**src/fp_pkg.sv**
```systemverilog
package fp_pkg;

    // ---------------------------------------------------------------------------
    // Bus and data widths
    // ---------------------------------------------------------------------------
    localparam int EP_W          = 16;
    localparam int HOST_ADDR_W   = 8;
    localparam int LOG_CHAN_W    = 5;
    localparam int LOG_DATA_W    = 18;
    localparam int WR_ADDR_W     = 16;
    localparam int WR_DATA_W     = 49;
    localparam int WR_DATA_WORDS = 4;
    localparam int FIFO_COUNT_W  = 11;

    // Logged channels and pipe storage
    localparam int N_LOG      = 8;
    localparam int LOG_IDX_W  = $clog2(N_LOG);
    localparam int PIPE_DEPTH = 1024;

    typedef logic [EP_W-1:0]         ep_word_t;
    typedef logic [HOST_ADDR_W-1:0]  host_addr_t;
    typedef logic [LOG_CHAN_W-1:0]   log_chan_t;
    typedef logic [LOG_DATA_W-1:0]   log_data_t;
    typedef logic [WR_ADDR_W-1:0]    wr_addr_t;
    typedef logic [WR_DATA_W-1:0]    wr_data_t;
    typedef logic [FIFO_COUNT_W-1:0] fifo_count_t;
    typedef logic [LOG_IDX_W-1:0]    log_idx_t;

    // ---------------------------------------------------------------------------
    // Host endpoint map
    // ---------------------------------------------------------------------------
    localparam host_addr_t EP_ADDR_WI      = 8'h00;
    localparam host_addr_t EP_CHAN_WI      = 8'h01;
    // Data0 carries the low 16 bits of the write word
    localparam host_addr_t EP_DATA0_WI     = 8'h02;
    localparam host_addr_t EP_DATA1_WI     = 8'h03;
    localparam host_addr_t EP_DATA2_WI     = 8'h04;
    localparam host_addr_t EP_DATA3_WI     = 8'h05;
    localparam host_addr_t EP_LOG0_WO      = 8'h20;
    localparam host_addr_t EP_PIPE_STAT_WO = 8'h28;
    localparam host_addr_t EP_TRIG         = 8'h40;
    localparam host_addr_t EP_PIPE_PO      = 8'hA0;

    // Bit positions inside the trigger word
    localparam int TRIG_PID_RST    = 0;
    localparam int TRIG_ADC_CSTART = 1;
    localparam int TRIG_WR_EN      = 2;
    localparam int TRIG_DAC_RSET   = 3;

    // Memory write address that selects the pipe channel
    localparam wr_addr_t PIPE_CHAN_ADDR = 16'h00FF;

    // ---------------------------------------------------------------------------
    // Bundled signals
    // ---------------------------------------------------------------------------
    typedef struct packed {
        logic       wr;
        logic       rd;
        host_addr_t addr;
        ep_word_t   wdata;
    } host_bus_t;

    typedef struct packed {
        wr_addr_t  addr;
        log_chan_t chan;
        wr_data_t  data;
    } wr_cmd_t;

    typedef struct packed {
        logic pid_rst;
        logic adc_cstart;
        logic wr_en;
        logic dac_rset;
    } trig_t;

    typedef struct packed {
        logic      dv;
        log_chan_t chan;
        log_data_t data;
    } log_in_t;

endpackage

```
**src/log_capture.sv**
```systemverilog
`timescale 1ns/1ps

module log_capture (
    input  logic              sys_clk_in,
    input  logic              sys_rst_out,
    input  fp_pkg::log_in_t   log_in,
    input  fp_pkg::host_bus_t host,
    output fp_pkg::ep_word_t  cap_rdata
);

    // Latest sample per channel
    fp_pkg::log_data_t cap_q [fp_pkg::N_LOG];

    logic              log_hit;
    fp_pkg::log_idx_t  log_idx;

    fp_pkg::host_addr_t rd_off;
    logic               rd_hit;
    fp_pkg::log_idx_t   rd_idx;

    // ---------------------------------------------------------------------------
    // Sample capture
    // ---------------------------------------------------------------------------
    // Channels at or above N_LOG have no wire-out
    assign log_hit = log_in.dv && (log_in.chan < fp_pkg::N_LOG);
    assign log_idx = log_in.chan[fp_pkg::LOG_IDX_W-1:0];

    always_ff @(posedge sys_clk_in) begin
        if (sys_rst_out) begin
            for (int i = 0; i < fp_pkg::N_LOG; i++) begin
                cap_q[i] <= '0;
            end
        end else if (log_hit) begin
            cap_q[log_idx] <= log_in.data;
        end
    end

    // ---------------------------------------------------------------------------
    // Wire-out read
    // ---------------------------------------------------------------------------
    // Offset wraps for addresses below the window, so one compare covers both ends
    assign rd_off = host.addr - fp_pkg::EP_LOG0_WO;
    assign rd_hit = host.rd && (rd_off < fp_pkg::N_LOG);
    assign rd_idx = rd_off[fp_pkg::LOG_IDX_W-1:0];

    always_comb begin
        cap_rdata = '0;
        if (rd_hit) begin
            // Upper 16 of the 18 sample bits
            cap_rdata = cap_q[rd_idx][fp_pkg::LOG_DATA_W-1 -: fp_pkg::EP_W];
        end
    end

endmodule

```
**config.mk**
```make
export PLATFORM = sky130hd
export DESIGN_NAME = log_capture
export DESIGN_NICKNAME = d
export VERILOG_FILES = /design/src/fp_pkg.sv /design/src/log_capture.sv
export SDC_FILE = /design/constraint.sdc
export NUM_CORES = 1
export LEC_CHECK = 0
export BUFFER_PORTS_ARGS = -buffer_cell sky130_fd_sc_hd__buf_2
export CAP_MARGIN = 0
export CORE_MARGIN = 5
export CORE_UTILIZATION = 55
export CTS_BUF_LIST = sky130_fd_sc_hd__clkbuf_8
export CTS_CLUSTER_DIAMETER = 40
export DETAILED_ROUTE_END_ITERATION = 16
export GPL_TIMING_DRIVEN = 0
export PLACE_DENSITY = 0.79
export SYNTH_ARGS = -nofsm -noshare
export SYNTH_HDL_FRONTEND = slang
export SYNTH_SLANG_ARGS = --single-unit
```
**constraint.sdc**
```tcl
create_clock -name sys_clk_in -period 4.45 [get_ports sys_clk_in]
set_input_delay 0.6675 -clock sys_clk_in [delete_from_list [all_inputs] [get_ports sys_clk_in]]
set_output_delay 0.6675 -clock sys_clk_in [all_outputs]
set_load 0.01 [all_outputs]
```
==> reports/qor.txt <==
Synth top cells by count: and2_1, edfxtp_1, mux2_2, mux4_2
Asr flop ratio synth: 0%
Rows: 38
Status: finished, final reports clean
Sequential Area: 3840 sq um
Remaining DRCs: 0
Comb pwr share: 7.6%
Top reg by flops: cap_q
Clock Root Buffer: clkbuf_8
Worst setup SP type: input pin
# fillers: 786
DRT Wirelength: 12.7 mm
Syn Inst Count: 403
GRT Util Overall: 20.6%
Port Buffers: 48
Die area: 13200 sq um
Initial Util: 56.0%
DP Area: 6460 sq um
Fin util: 62.8%
Height of the die: 115 um
Clk pwr share: 34.4%
Sink Count: 128
Pleak: 0.00249 uW
Area Overhead vs Synth: 12.1%
Max Slew Vio Count: 0
#FFs+latches synth: 128
First-pass GRT wire length: 19.9 mm
Final instance area: 6770 sq um
Area of the core: 10800 sq um
CP bufs+invs: 3
# hold bufs at CTS: 0
Die width: 115 um
Multi-input logic area: 2030 sq um
Worst-path fanout max: 7
Initial DRC count: 240
Post-synth EDFFs: 128
Syn_area_per_cell: 15.0 sq um
Largest register FFs: 128
H-tree depth: 4
Sw frac: 22.5%
Slew @ Worst Pin: 836 ps
Mapped Nets: 456
Met1 GRT Util: 26.1%
RSZ-0062 raised after global routing: no
Library cells used by synthesis: 24
Slowest stage cell, crit path: a2111oi_0
Ports: 68
GRT overflow: 0
Final setup margin: 1140 ps
Pre-CTS WS: 1200 ps
Max-cap check violation count: 0
Crit path DAT: 2640 ps
CTS buffer count: 17
Routed Antenna Nets: 0
CP peak stage delay: 770 ps
Setup violators final: 0
M3 GR Usage: 4.11%
Placed wire-length estimate: 8.63 mm
Peak Freq: 302 MHz
Syn Std Cell Area: 6040 sq um
Postcts setup bufs: 0
Pin count of the biggest net entering global routing: 17
WS Path Type: input pin to output pin
Post-synthesis sequential area ratio: 63.6%
WL/cell: 20.4 um
Final #Nets: 523
Worst setup EP type: output pin
Post_cts resized: 0
Top-area cell type share of the netlist area: 63.6%
Yosys warnings: 0
NetSw: 545 uW
Largest cells by area after synthesis: edfxtp_1, and2_1, mux4_2
Peak supply drop: 0.212 mV
Worst EP required: 3780 ps
Hold path start: log_in[9]
Seq pwr share: 57.9%
First-pass DRT Iterations: 5
DR vias: 3486
Worst min path class: input pin to flop
Slew HR: 44.3%
CTS max path bufs: 2
Cell family with most CP delay: compound AO/OA/AOI/OAI gates
Area leader, netlist: edfxtp_1
DR vias/cell: 5.61
Met2 Usage GRT: 35.4%
Initial antenna violation count: 0
# diodes: 0
Top FF cell, synth: edfxtp_1
Total negative slack: 0 ps
GR peak layer: met2
CTS tree: done
Share of cells above drive strength 1: 29.5%
Cell Int Power: 1880 uW
Cell Pwr Density: 358 nW/um^2
Hold Vio Cnt, Final: 0
Gpl congestion: 0.778
Min cycle time layout: 3310 ps
Power Total: 2430 uW
Clock slew at reported path FFs: 70 ps
Vias in the first global route: 3776
Crit path launch: host[21]
Worst path cell trace: buf_2 -> inv_1 -> ha_1 -> nor3b_1 -> nand4_1 -> a2111oi_0 -> buf_2
Biggest regs: cap_q x128
Period utilisation layout: 74.4%
Crit path top cell by count: buf_2
## final cells by class
class	instances	area share, %
flip-flops and latches	128	56.7
plain buffers	21	2.27
inverters	4	0.222
multi-input cells	250	29.9
repair buffers	48	3.55
clock buffers	17	3.45
clock inverters	13	1.24
well taps	140	2.59
## per-stage QoR
step	instances	hold slack (ps)
after floorplan	403	866
after global placement	591	1040
after detailed placement	591	1060
after CTS	621	604
after global routing	621	622
final	621	622
## logic make-up after synthesis
group,after synthesis,share of synthesized area [%]
compound gates,17,1.84
simple gates,184,19.6
xor+xnor,1,0.145
flops,128,63.6
buf+inv,25,2.80
mux,47,11.7
fa+ha+maj,1,0.207
## layer usage
metal,vias up,share of wire [%]
li1,1616,-
met1,1729,40
met2,113,52
met3,28,5.8
met4,0,2.1
met5,-,0
## power groups by stage
stage	Clock [uW]	Combinational, uW	Sequential, uW
2_1_floorplan	0	116	1420
3_3_place_gp	0	179	1430
3_5_place_dp	0	184	1430
4_1_cts	837	186	1410
5_1_grt	891	200	1410
6_report	836	185	1410
## placed cells by master, fill, tap and decap left out
cell and n:
mux2_2 31, nor4_4 2, ha_1 1, nor3_4 6
a2111oi_0 2, or4b_1 1, clkinv_1 4, clkbuf_8 17
xnor2_1 1, nor2_1 15, clkbuf_1 6, and2_1 128
nand2_1 2, buf_2 54, nand2b_1 3, edfxtp_1 128
nor3b_1 2, buf_6 9, or2_1 8, inv_2 1
nand4_1 1, clkinvlp_4 1, inv_1 6, nor3_1 15
nor2b_1 1, clkinv_2 4, mux4_2 16, o22ai_1 15
bufinv_16 1
## final timing paths
check                 slack, ps                        end  cells after the start
worst max-delay path       1140              cap_rdata[14]                      7
worst min-delay path        620  cap_q[3][9]$_SDFFCE_PN0P_                      2
Note: power is estimated with default switching activity, not from simulation.
