File: config.mk
export PLATFORM = sky130hd
export DESIGN_NAME = host_read_port
export DESIGN_NICKNAME = d
export VERILOG_FILES = /design/src/fp_pkg.sv /design/src/host_read_port.sv
export SDC_FILE = /design/constraint.sdc
export NUM_CORES = 1
export LEC_CHECK = 0
export BUFFER_PORTS_ARGS = -buffer_cell sky130_fd_sc_hd__buf_2
export CAP_MARGIN = 10
export CORE_UTILIZATION = 30
export DETAILED_ROUTE_END_ITERATION = 16
export PLACE_DENSITY = 0.88
export SLEW_MARGIN = 20
export SYNTH_ARGS = -nofsm -noshare
export SYNTH_HDL_FRONTEND = slang
export SYNTH_SLANG_ARGS = --single-unit
export TNS_END_PERCENT = 50
File: constraint.sdc
create_clock -name sys_clk_in -period 0.8 [get_ports sys_clk_in]
set_input_delay 0.12 -clock sys_clk_in [delete_from_list [all_inputs] [get_ports sys_clk_in]]
set_output_delay 0.12 -clock sys_clk_in [all_outputs]
set_load 0.01 [all_outputs]
File: src/fp_pkg.sv
package fp_pkg;

    // ---------------------------------------------------------------------------
    // Bus and data widths
    // ---------------------------------------------------------------------------
    localparam int EP_W          = 16;
    localparam int HOST_ADDR_W   = 8;
    localparam int LOG_CHAN_W    = 5;
    localparam int LOG_DATA_W    = 18;
    localparam int WR_ADDR_W     = 16;
    localparam int WR_DATA_W     = 49;
    localparam int WR_DATA_WORDS = 4;
    localparam int FIFO_COUNT_W  = 11;

    // Logged channels and pipe storage
    localparam int N_LOG      = 8;
    localparam int LOG_IDX_W  = $clog2(N_LOG);
    localparam int PIPE_DEPTH = 1024;

    typedef logic [EP_W-1:0]         ep_word_t;
    typedef logic [HOST_ADDR_W-1:0]  host_addr_t;
    typedef logic [LOG_CHAN_W-1:0]   log_chan_t;
    typedef logic [LOG_DATA_W-1:0]   log_data_t;
    typedef logic [WR_ADDR_W-1:0]    wr_addr_t;
    typedef logic [WR_DATA_W-1:0]    wr_data_t;
    typedef logic [FIFO_COUNT_W-1:0] fifo_count_t;
    typedef logic [LOG_IDX_W-1:0]    log_idx_t;

    // ---------------------------------------------------------------------------
    // Host endpoint map
    // ---------------------------------------------------------------------------
    localparam host_addr_t EP_ADDR_WI      = 8'h00;
    localparam host_addr_t EP_CHAN_WI      = 8'h01;
    // Data0 carries the low 16 bits of the write word
    localparam host_addr_t EP_DATA0_WI     = 8'h02;
    localparam host_addr_t EP_DATA1_WI     = 8'h03;
    localparam host_addr_t EP_DATA2_WI     = 8'h04;
    localparam host_addr_t EP_DATA3_WI     = 8'h05;
    localparam host_addr_t EP_LOG0_WO      = 8'h20;
    localparam host_addr_t EP_PIPE_STAT_WO = 8'h28;
    localparam host_addr_t EP_TRIG         = 8'h40;
    localparam host_addr_t EP_PIPE_PO      = 8'hA0;

    // Bit positions inside the trigger word
    localparam int TRIG_PID_RST    = 0;
    localparam int TRIG_ADC_CSTART = 1;
    localparam int TRIG_WR_EN      = 2;
    localparam int TRIG_DAC_RSET   = 3;

    // Memory write address that selects the pipe channel
    localparam wr_addr_t PIPE_CHAN_ADDR = 16'h00FF;

    // ---------------------------------------------------------------------------
    // Bundled signals
    // ---------------------------------------------------------------------------
    typedef struct packed {
        logic       wr;
        logic       rd;
        host_addr_t addr;
        ep_word_t   wdata;
    } host_bus_t;

    typedef struct packed {
        wr_addr_t  addr;
        log_chan_t chan;
        wr_data_t  data;
    } wr_cmd_t;

    typedef struct packed {
        logic pid_rst;
        logic adc_cstart;
        logic wr_en;
        logic dac_rset;
    } trig_t;

    typedef struct packed {
        logic      dv;
        log_chan_t chan;
        log_data_t data;
    } log_in_t;

endpackage

File: src/host_read_port.sv
`timescale 1ns/1ps

module host_read_port (
    input  logic              sys_clk_in,
    input  logic              sys_rst_out,
    input  fp_pkg::host_bus_t host,
    input  fp_pkg::ep_word_t  cap_rdata,
    input  fp_pkg::ep_word_t  pipe_rdata,
    output fp_pkg::ep_word_t  host_rdata,
    output logic              host_rvalid
);

    fp_pkg::ep_word_t rdata_q;
    logic             rvalid_q;
    fp_pkg::ep_word_t rdata_mux;

    // Idle responders drive zero, so OR is the read mux
    assign rdata_mux = cap_rdata | pipe_rdata;

    // Read data only loads on a strobe
    always_ff @(posedge sys_clk_in) begin
        if (host.rd) begin
            rdata_q <= rdata_mux;
        end
    end

    // Valid pulse one cycle after each strobe
    always_ff @(posedge sys_clk_in) begin
        if (sys_rst_out) begin
            rvalid_q <= 1'b0;
        end else begin
            rvalid_q <= host.rd;
        end
    end

    assign host_rdata  = rdata_q;
    assign host_rvalid = rvalid_q;

endmodule

==> run_results.csv <==
group,metric,value,unit
logic_synthesis,yosysWarnings,0,
route,drt-pass1-iter-count,2,
hold_path,min_path_cells,2,
logic_synthesis,synth-xor-area-share,0,%
sta,period_share,117.5,%
logic_synthesis,ys_ff_latch,17,
clock_tree,cts_tree,"built",
worst_setup_path,slowest_delay,390,ps
floorplanning,core_area,0.001802,mm2
logic_synthesis,syn-cell-area,606.8,um2
sta,fin_tns_setup,-1747,ps
clock_tree,cts_buffer_depth,2,
worst_setup_path,cp-start-kind,"register",
placed_design,placedInstanceArea,913.4,um2
power,power.density,1824,mW/mm2
sta,slew_violations,0,
finish,num_antenna_cells,0,
clock_tree,clkTransAtPathRegs,100,ps
power,p_total,1.732,mW
worst_setup_path,cp_max_fo,1,
logic_synthesis,synth_top_family_by_area,"simple AND/OR/NAND/NOR gates",
sta,rsz0062_at_grt,"yes",
worst_setup_path,critPathBufInv,1,
floorplanning,io_pins,77,
floorplanning,die_h,46.98,um
power,seqPwrFrac,61.2,%
finish,seq_area,500.5,um2
worst_setup_path,crit_family,"flip-flops",
logic_synthesis,ys_seq_area_share,82.47,%
logic_synthesis,synth_mux_area_share,0,%
power,power_frac_comb,13.4,%
route,ant_nets,0,
power,p_leak,0.4291,nW
finish,area_growth,56.49,%
clock_tree,cts_setup_buffers,0,
placed_design,gp_congestion,0.5570,
sta,max_freq,1064,MHz
clock_tree,cts-root-buf,"clkbuf_4",
hold_path,hold_end,"host_rdata[12]$_DFFE_PP_",
finish,final_cells,116,
clock_tree,h-tree-depth,1,
worst_setup_path,cp-end-kind,"primary output",
global_routing,grt_max_degree,18,
route,wl_per_cell,9.233,um
global_routing,grt_pass1_vias,381,
finish,fillers,158,
worst_setup_path,slowest_stage,"edfxtp_1",
finish,final_area,949.7,um2
power,ir_drop,833.1,uV
logic_synthesis,synth_cell_type_count,4,
floorplanning,start_util,33.68,%
worst_setup_path,cp.required,680,ps
status,failed_checks,"setup timing",
power,clkPwrFrac,25.4,%
sta,period_minus_slack,940.0,ps
floorplanning,dieArea,0.002207,mm2
sta,hold_violations,0,
sta,setup_violations,17,
power,p_sw_share,20.82,%
sta,fin_ws,-140.0,ps
finish,drive_gt1_share,60.44,%
route,via_per_inst,3.897,
clock_tree,post_cts_resized,0,
status,status,"finished, violations left",
logic_synthesis,synth_area_per_cell,17.85,um2
clock_tree,clock_sinks,17,
power,power_switching,0.3607,mW
worst_setup_path,crit_chain,"buf_2",
logic_synthesis,yosys.area_share.adder,0,%
hold_path,hold_path.class,"in2reg",
worst_setup_path,worstSetupPathType,"reg2out",
logic_synthesis,yosys.area_share.simple,17.53,%
floorplanning,num_rows,15,
sta,relSlewSlack,93.64,%
placed_design,portBuffers,51,
global_routing,track_usage,10.21,%
route,drtIter0Drc,2,
global_routing,grt-ovfl-total,0,
logic_synthesis,synthesis.nets,94,
logic_synthesis,syn_inst,34,
clock_tree,cts_buffers,3,
global_routing,grt_pass1_wl,1.538,mm
worst_setup_path,arrival,820,ps
finish,nets,152,
logic_synthesis,synth-compound-area-share,0,%
route,wl,1.071,mm
run,max-cap-violations,0,
sta,tightest_slew,95.36,ps
power,p_int,1.372,mW
floorplanning,die_x,46.98,um
placed_design,dpl.cell_count,111,
hold_path,hp-start,"cap_rdata[12]",
route,drc,0,
finish,multiInputGateArea,106.4,um2
route,vias,452,
global_routing,grt_antenna_before_repair,0,
-- area by class of cell --
cell class / count / area share, %
Multi-Input combinational cell: 17 / 11.20
Timing Repair Buffer: 53 / 30.04
Tap cell: 25 / 3.294
Sequential cell: 17 / 52.70
Clock buffer: 4 / 2.767
-- power groups by stage --
stage                     Combinational [mW]  Sequential [mW]  Clock, mW
after global routing                   0.258             1.07      0.492
after global placement                 0.226             1.08          0
after detailed placement               0.232             1.08          0
after CTS                              0.236             1.06      0.463
final                                  0.232             1.06      0.441
after floorplan                       0.0266             1.12          0
-- registers in the layout, indices dropped and copies added, names as in the netlist --
register and count:
host_rvalid 1, host_rdata 16
-- worst max path at each step --
stage | start | depth (start not counted) | to
after floorplan | pipe_rdata[0] | 1 | host_rdata[0]$_DFFE_PP_
after global placement | pipe_rdata[0] | 2 | host_rdata[0]$_DFFE_PP_
after CTS | host_rdata[7]$_DFFE_PP_ | 1 | host_rdata[7]
final | host_rdata[7]$_DFFE_PP_ | 1 | host_rdata[7]
after detailed placement | pipe_rdata[5] | 2 | host_rdata[5]$_DFFE_PP_
after global routing | host_rdata[9]$_DFFE_PP_ | 1 | host_rdata[9]
-- repair_timing --
action                                  in CTS  in global routing
endpoints found under the hold margin        1                  0
endpoints found under the setup margin      17                 17
gates cloned                                 0                  0
hold buffers                                 1                  0
-- placed cells by master, fill, tap and decap left out --
cell type | Yosys | routed
or2_1 | 16 | 16
buf_12 | 0 | 1
edfxtp_1 | 16 | 16
dlygate4sd3_1 | 0 | 1
dfxtp_1 | 1 | 1
clkbuf_1 | 0 | 1
clkbuf_4 | 0 | 3
buf_2 | 0 | 51
nor2b_1 | 1 | 1
-- per-stage QoR --
| step | hold slack, ps | utilization [%] | setup slack (ps) |
|---|---|---|---|
| floorplan | 191.6 | - | 223.7 |
| global placement | 280.1 | 50.69 | 116.5 |
| detailed placement | 279.5 | 50.69 | 101.6 |
| CTS | 75.27 | 52.71 | -149.9 |
| global route | 78.47 | 52.71 | -183.3 |
| finish | 86.09 | 52.71 | -140.0 |
-- kinds of logic (layout without fill, tap and decap cells) --
kind of cell / Yosys count / after routing
buf+inv: 0 / 57
flops: 17 / 17
simple gates: 17 / 17
-- synthesized netlist by cell type --
cell	n	area (um2)
nor2b_1	1	6.260
or2_1	16	100.1
dfxtp_1	1	20.02
edfxtp_1	16	480.5
-- per-layer routing --
metal,GRT usage [%],part of all wire [%],wire (um)
met2,18.61,50,539
met4,3.429,0,0
met5,0,0,0
met3,3.846,8.9,95
met1,10.76,41,435
Power figures use the tool's default switching activity.
