--- src/fp_pkg.sv ---
package fp_pkg;

    // ---------------------------------------------------------------------------
    // Bus and data widths
    // ---------------------------------------------------------------------------
    localparam int EP_W          = 16;
    localparam int HOST_ADDR_W   = 8;
    localparam int LOG_CHAN_W    = 5;
    localparam int LOG_DATA_W    = 18;
    localparam int WR_ADDR_W     = 16;
    localparam int WR_DATA_W     = 49;
    localparam int WR_DATA_WORDS = 4;
    localparam int FIFO_COUNT_W  = 11;

    // Logged channels and pipe storage
    localparam int N_LOG      = 8;
    localparam int LOG_IDX_W  = $clog2(N_LOG);
    localparam int PIPE_DEPTH = 1024;

    typedef logic [EP_W-1:0]         ep_word_t;
    typedef logic [HOST_ADDR_W-1:0]  host_addr_t;
    typedef logic [LOG_CHAN_W-1:0]   log_chan_t;
    typedef logic [LOG_DATA_W-1:0]   log_data_t;
    typedef logic [WR_ADDR_W-1:0]    wr_addr_t;
    typedef logic [WR_DATA_W-1:0]    wr_data_t;
    typedef logic [FIFO_COUNT_W-1:0] fifo_count_t;
    typedef logic [LOG_IDX_W-1:0]    log_idx_t;

    // ---------------------------------------------------------------------------
    // Host endpoint map
    // ---------------------------------------------------------------------------
    localparam host_addr_t EP_ADDR_WI      = 8'h00;
    localparam host_addr_t EP_CHAN_WI      = 8'h01;
    // Data0 carries the low 16 bits of the write word
    localparam host_addr_t EP_DATA0_WI     = 8'h02;
    localparam host_addr_t EP_DATA1_WI     = 8'h03;
    localparam host_addr_t EP_DATA2_WI     = 8'h04;
    localparam host_addr_t EP_DATA3_WI     = 8'h05;
    localparam host_addr_t EP_LOG0_WO      = 8'h20;
    localparam host_addr_t EP_PIPE_STAT_WO = 8'h28;
    localparam host_addr_t EP_TRIG         = 8'h40;
    localparam host_addr_t EP_PIPE_PO      = 8'hA0;

    // Bit positions inside the trigger word
    localparam int TRIG_PID_RST    = 0;
    localparam int TRIG_ADC_CSTART = 1;
    localparam int TRIG_WR_EN      = 2;
    localparam int TRIG_DAC_RSET   = 3;

    // Memory write address that selects the pipe channel
    localparam wr_addr_t PIPE_CHAN_ADDR = 16'h00FF;

    // ---------------------------------------------------------------------------
    // Bundled signals
    // ---------------------------------------------------------------------------
    typedef struct packed {
        logic       wr;
        logic       rd;
        host_addr_t addr;
        ep_word_t   wdata;
    } host_bus_t;

    typedef struct packed {
        wr_addr_t  addr;
        log_chan_t chan;
        wr_data_t  data;
    } wr_cmd_t;

    typedef struct packed {
        logic pid_rst;
        logic adc_cstart;
        logic wr_en;
        logic dac_rset;
    } trig_t;

    typedef struct packed {
        logic      dv;
        log_chan_t chan;
        log_data_t data;
    } log_in_t;

endpackage

--- src/wire_in_bank.sv ---
`timescale 1ns/1ps

module wire_in_bank (
    input  logic              sys_clk_in,
    input  logic              sys_rst_out,
    input  fp_pkg::host_bus_t host,
    output fp_pkg::wr_cmd_t   wr_cmd,
    output fp_pkg::trig_t     trig
);

    // Command wire-in registers
    fp_pkg::wr_addr_t                              addr_q;
    fp_pkg::log_chan_t                             chan_q;
    fp_pkg::ep_word_t [fp_pkg::WR_DATA_WORDS-1:0]  data_q;
    // Flat view of the four data words, word 0 lowest
    logic [fp_pkg::WR_DATA_WORDS*fp_pkg::EP_W-1:0] data_flat;

    // Registered trigger pulses
    fp_pkg::trig_t trig_q;

    logic wr_hit_trig;

    assign wr_hit_trig = host.wr && (host.addr == fp_pkg::EP_TRIG);

    // ---------------------------------------------------------------------------
    // Wire-in decode
    // ---------------------------------------------------------------------------
    always_ff @(posedge sys_clk_in) begin
        if (sys_rst_out) begin
            addr_q <= '0;
            chan_q <= '0;
            data_q <= '0;
        end else if (host.wr) begin
            case (host.addr)
                fp_pkg::EP_ADDR_WI:  addr_q    <= host.wdata;
                // Only the low bits name a channel
                fp_pkg::EP_CHAN_WI:  chan_q    <= host.wdata[fp_pkg::LOG_CHAN_W-1:0];
                fp_pkg::EP_DATA0_WI: data_q[0] <= host.wdata;
                fp_pkg::EP_DATA1_WI: data_q[1] <= host.wdata;
                fp_pkg::EP_DATA2_WI: data_q[2] <= host.wdata;
                fp_pkg::EP_DATA3_WI: data_q[3] <= host.wdata;
                default: ;
            endcase
        end
    end

    // ---------------------------------------------------------------------------
    // Trigger pulses
    // ---------------------------------------------------------------------------
    // One cycle wide, cleared on every edge without a trigger write
    always_ff @(posedge sys_clk_in) begin
        if (sys_rst_out) begin
            trig_q <= '0;
        end else begin
            trig_q <= '0;
            if (wr_hit_trig) begin
                trig_q.pid_rst    <= host.wdata[fp_pkg::TRIG_PID_RST];
                trig_q.adc_cstart <= host.wdata[fp_pkg::TRIG_ADC_CSTART];
                trig_q.wr_en      <= host.wdata[fp_pkg::TRIG_WR_EN];
                trig_q.dac_rset   <= host.wdata[fp_pkg::TRIG_DAC_RSET];
            end
        end
    end

    // Assemble the command word
    assign data_flat = data_q;

    assign wr_cmd.addr = addr_q;
    assign wr_cmd.chan = chan_q;
    // Top word truncated to fit the 49-bit data field
    assign wr_cmd.data = data_flat[fp_pkg::WR_DATA_W-1:0];

    assign trig = trig_q;

endmodule
--- config.mk ---
export PLATFORM = sky130hd
export DESIGN_NAME = wire_in_bank
export DESIGN_NICKNAME = d
export VERILOG_FILES = /design/src/fp_pkg.sv /design/src/wire_in_bank.sv
export SDC_FILE = /design/constraint.sdc
export NUM_CORES = 1
export LEC_CHECK = 0
export BUFFER_PORTS_ARGS = -buffer_cell sky130_fd_sc_hd__buf_2
export CAP_MARGIN = 20
export CORE_UTILIZATION = 32
export DETAILED_ROUTE_END_ITERATION = 8
export PLACE_DENSITY = 0.56
export SETUP_SLACK_MARGIN = 0.2
export SLEW_MARGIN = 20
export SYNTH_ARGS = -nofsm -noshare
export SYNTH_HDL_FRONTEND = slang
export SYNTH_SLANG_ARGS = --single-unit
--- constraint.sdc ---
create_clock -name sys_clk_in -period 5.3 [get_ports sys_clk_in]
set_clock_uncertainty 0.05 [all_clocks]
set_input_delay 0.795 -clock sys_clk_in [delete_from_list [all_inputs] [get_ports sys_clk_in]]
set_output_delay 0.795 -clock sys_clk_in [all_outputs]
set_load 0.01 [all_outputs]
==> flow_metrics.env <==
export IMPL_routed_wl_um=6629
export IMPL_worst_ep_arrival_time_ns=2.70
export IMPL_grt_use_total_pct=14.45
export IMPL_grt_ovfl_total=0
export IMPL_synth_warnings=0
export IMPL_route_detailed_drc=6
export IMPL_tritoncts="built"
export IMPL_status="complete, but fails checks"
export IMPL_max_freq_mhz=398.7
export IMPL_critical_path_startpoint="host[20]"
export IMPL_maxCapViolations=0
export IMPL_cp_end_kind="flop"
export IMPL_antenna_found_initial=0
export IMPL_die_y_um=98.49
export IMPL_clkLatencyLatePin_ns=0.33
export IMPL_period_share_pct=47.33
export IMPL_violations="DRC"
export IMPL_rsz0062_at_grt="false"
export IMPL_cts_setup_buffers=0
export IMPL_ys_ff_latch=74
export IMPL_tns_ns=0
export IMPL_seq_area_um2=1481
export IMPL_fill_cells=900
export IMPL_layout_nets=392
export IMPL_path_class="input pin to flop"
export IMPL_htree_levels=3
export IMPL_cp_required_ns=5.49
export IMPL_drtIter0Drc=55
export IMPL_die_x_um=98.49
export IMPL_slew_headroom_pct=44.29
export IMPL_hold_class="flop to flop"
export IMPL_cts_made_buffers=9
export IMPL_path_max_fanout=16
export IMPL_clockBufferDepth=2
export IMPL_grt_pass1_wl_um=10760
export IMPL_hold_viol_final=0
export IMPL_syn_to_final_growth_pct=23.98
export IMPL_reg2reg_to="chan_q[3]"
export IMPL_finalSetupViolations=0
export IMPL_first_global_vias=2153
export IMPL_antenna_cells=0
export IMPL_core_area_um2=8848
export IMPL_ir_drop_v=0.0001259
export IMPL_synthCells=269
export IMPL_gp_congestion=0.8022
export IMPL_dpl_cell_area_um2=3518
export IMPL_synth_net_count=297
export IMPL_dr_total_vias=2161
export IMPL_cts_root_buf="clkbuf_8"
export IMPL_cts_hold_buf=0
export IMPL_antenna_left=0
export IMPL_syn_avg_cell_area_um2=11.07
export IMPL_wl_per_cell_um=13.96
export IMPL_worstMarginPinSlew_ns=0.8337
export IMPL_num_rows=34
export IMPL_r2r_start="chan_q[3]"
export IMPL_grt_max_degree=88
export IMPL_multi_input_area_um2=1401
export IMPL_drt_vias_per_instance=4.549
export IMPL_design_area_um2=3694
export IMPL_power_density_nw_per_um2=272.9
export IMPL_port_buffers=100
export IMPL_worstSetupStartpointType="input pin"
export IMPL_netlist_area_um2=2979
export IMPL_drt_pre_antenna_iters=6
export IMPL_cp_endpoint="wr_cmd[36]"
export IMPL_drive_gt1_share_pct=32.15
export IMPL_seq_area_frac_synth_pct=49.73
export IMPL_clkTransAtPathRegs_ns=0.07
export IMPL_dieArea_um2=9699
export IMPL_start_util_pct=33.67
export IMPL_reg2reg_slack_ns=4.63
export IMPL_dp_final_hpwl_um=4386
export IMPL_power_leakage_nw=1.964
export IMPL_io_pins=102
export IMPL_period_minus_slack_ns=2.508
export IMPL_cts_resized=0
export IMPL_maxSlewViolCount=0
export IMPL_r2r_cells=2
export IMPL_synth_cell_type_count=24
export IMPL_cts_sinks=74
-- state kept, by name (all words and copies together), names as in the netlist --
register and cells:
addr_q 16, wr_cmd 49, chan_q 5, trig 4
-- synth_stat cells, drive strengths merged --
library cell	count	area, um^2
and2	4	25.02
and3	2	12.51
buf	5	55.05
clkbuf	11	41.29
dfxtp	74	1481
mux2i	70	700.7
nand2b	87	544.3
nand3	3	20.02
nand4	2	18.77
nor2	2	7.510
nor2b	1	6.260
nor3	1	5.000
nor3b	1	7.510
nor4	1	6.260
nor4b	1	15.01
or2	1	6.260
or3	1	6.260
or3b	1	8.760
or4	1	11.26
-- where the power goes --
| part | switching, W | internal (W) |
|---|---|---|
| clock network | 0.000195 | 0.000210 |
| logic | 0.0000240 | 0.0000220 |
| registers | 0.000000318 | 0.000556 |
| total | 0.000219 | 0.000788 |
-- final cells by class --
type / count / share of cell area, %
Clock buffer: 10 / 3.455
Clock inverter: 4 / 1.220
Sequential cell: 74 / 40.11
Timing Repair Buffer: 100 / 13.62
Multi-Input combinational cell: 179 / 37.94
Tap cell: 108 / 3.659
-- stage by stage --
stage | util, % | hold WS (ns) | setup WS (ns) | power [W] | instances
after floorplan | - | 0.4426 | 3.047 | 0.0005972 | 269
after global placement | 39.76 | 0.4073 | 2.489 | 0.0006160 | 461
after detailed placement | 39.76 | 0.4106 | 2.398 | 0.0006165 | 461
after CTS | 41.71 | 0.4269 | 2.763 | 0.001025 | 475
after global routing | 41.74 | 0.4494 | 2.626 | 0.001054 | 475
final | 41.74 | 0.4209 | 2.792 | 0.001008 | 475
-- how the worst min path moves through the flow --
stage	from	depth (start not counted)	to
after floorplan	chan_q[0]	2	chan_q[0]
after global placement	wr_cmd[3]	2	wr_cmd[3]
after detailed placement	wr_cmd[9]	2	wr_cmd[9]
after CTS	addr_q[4]	2	addr_q[4]
after global routing	addr_q[6]	2	addr_q[6]
final	wr_cmd[14]	2	wr_cmd[14]
-- critical path: stages --
cell,delay (ns)
buf_2,0.11
nor4b_2,0.61
nand4_2,0.81
mux2i_1,0.37
-- cells in the final DEF (no fill, tap or decap), types with 2 or more instances in the layout --
cell / instances
mux2i_1: 70
buf_2: 99
clkinv_2: 3
clkbuf_8: 9
dfxtp_1: 74
and2_1: 4
and3_1: 2
nand3_1: 2
nand2b_1: 87
nor2_1: 2
-- per-layer routing --
| layer | up-vias | GRT usage (%) | wire, um |
|---|---|---|---|
| li1 | 1083 | - | - |
| met1 | 1014 | 18.55 | 3071 |
| met2 | 56 | 23.29 | 3166 |
| met3 | 8 | 2.766 | 288 |
| met4 | 0 | 7.233 | 103 |
| met5 | - | 0 | 0 |
-- cells by family (layout without fill, tap and decap cells) --
group	Yosys count	in the layout	synth area share, %
DFF	74	74	49.73
and+or+nand+nor	109	109	23.52
muxes	70	70	23.52
buffers and inverters	16	114	3.234
Note: power is estimated with default switching activity, not from simulation.
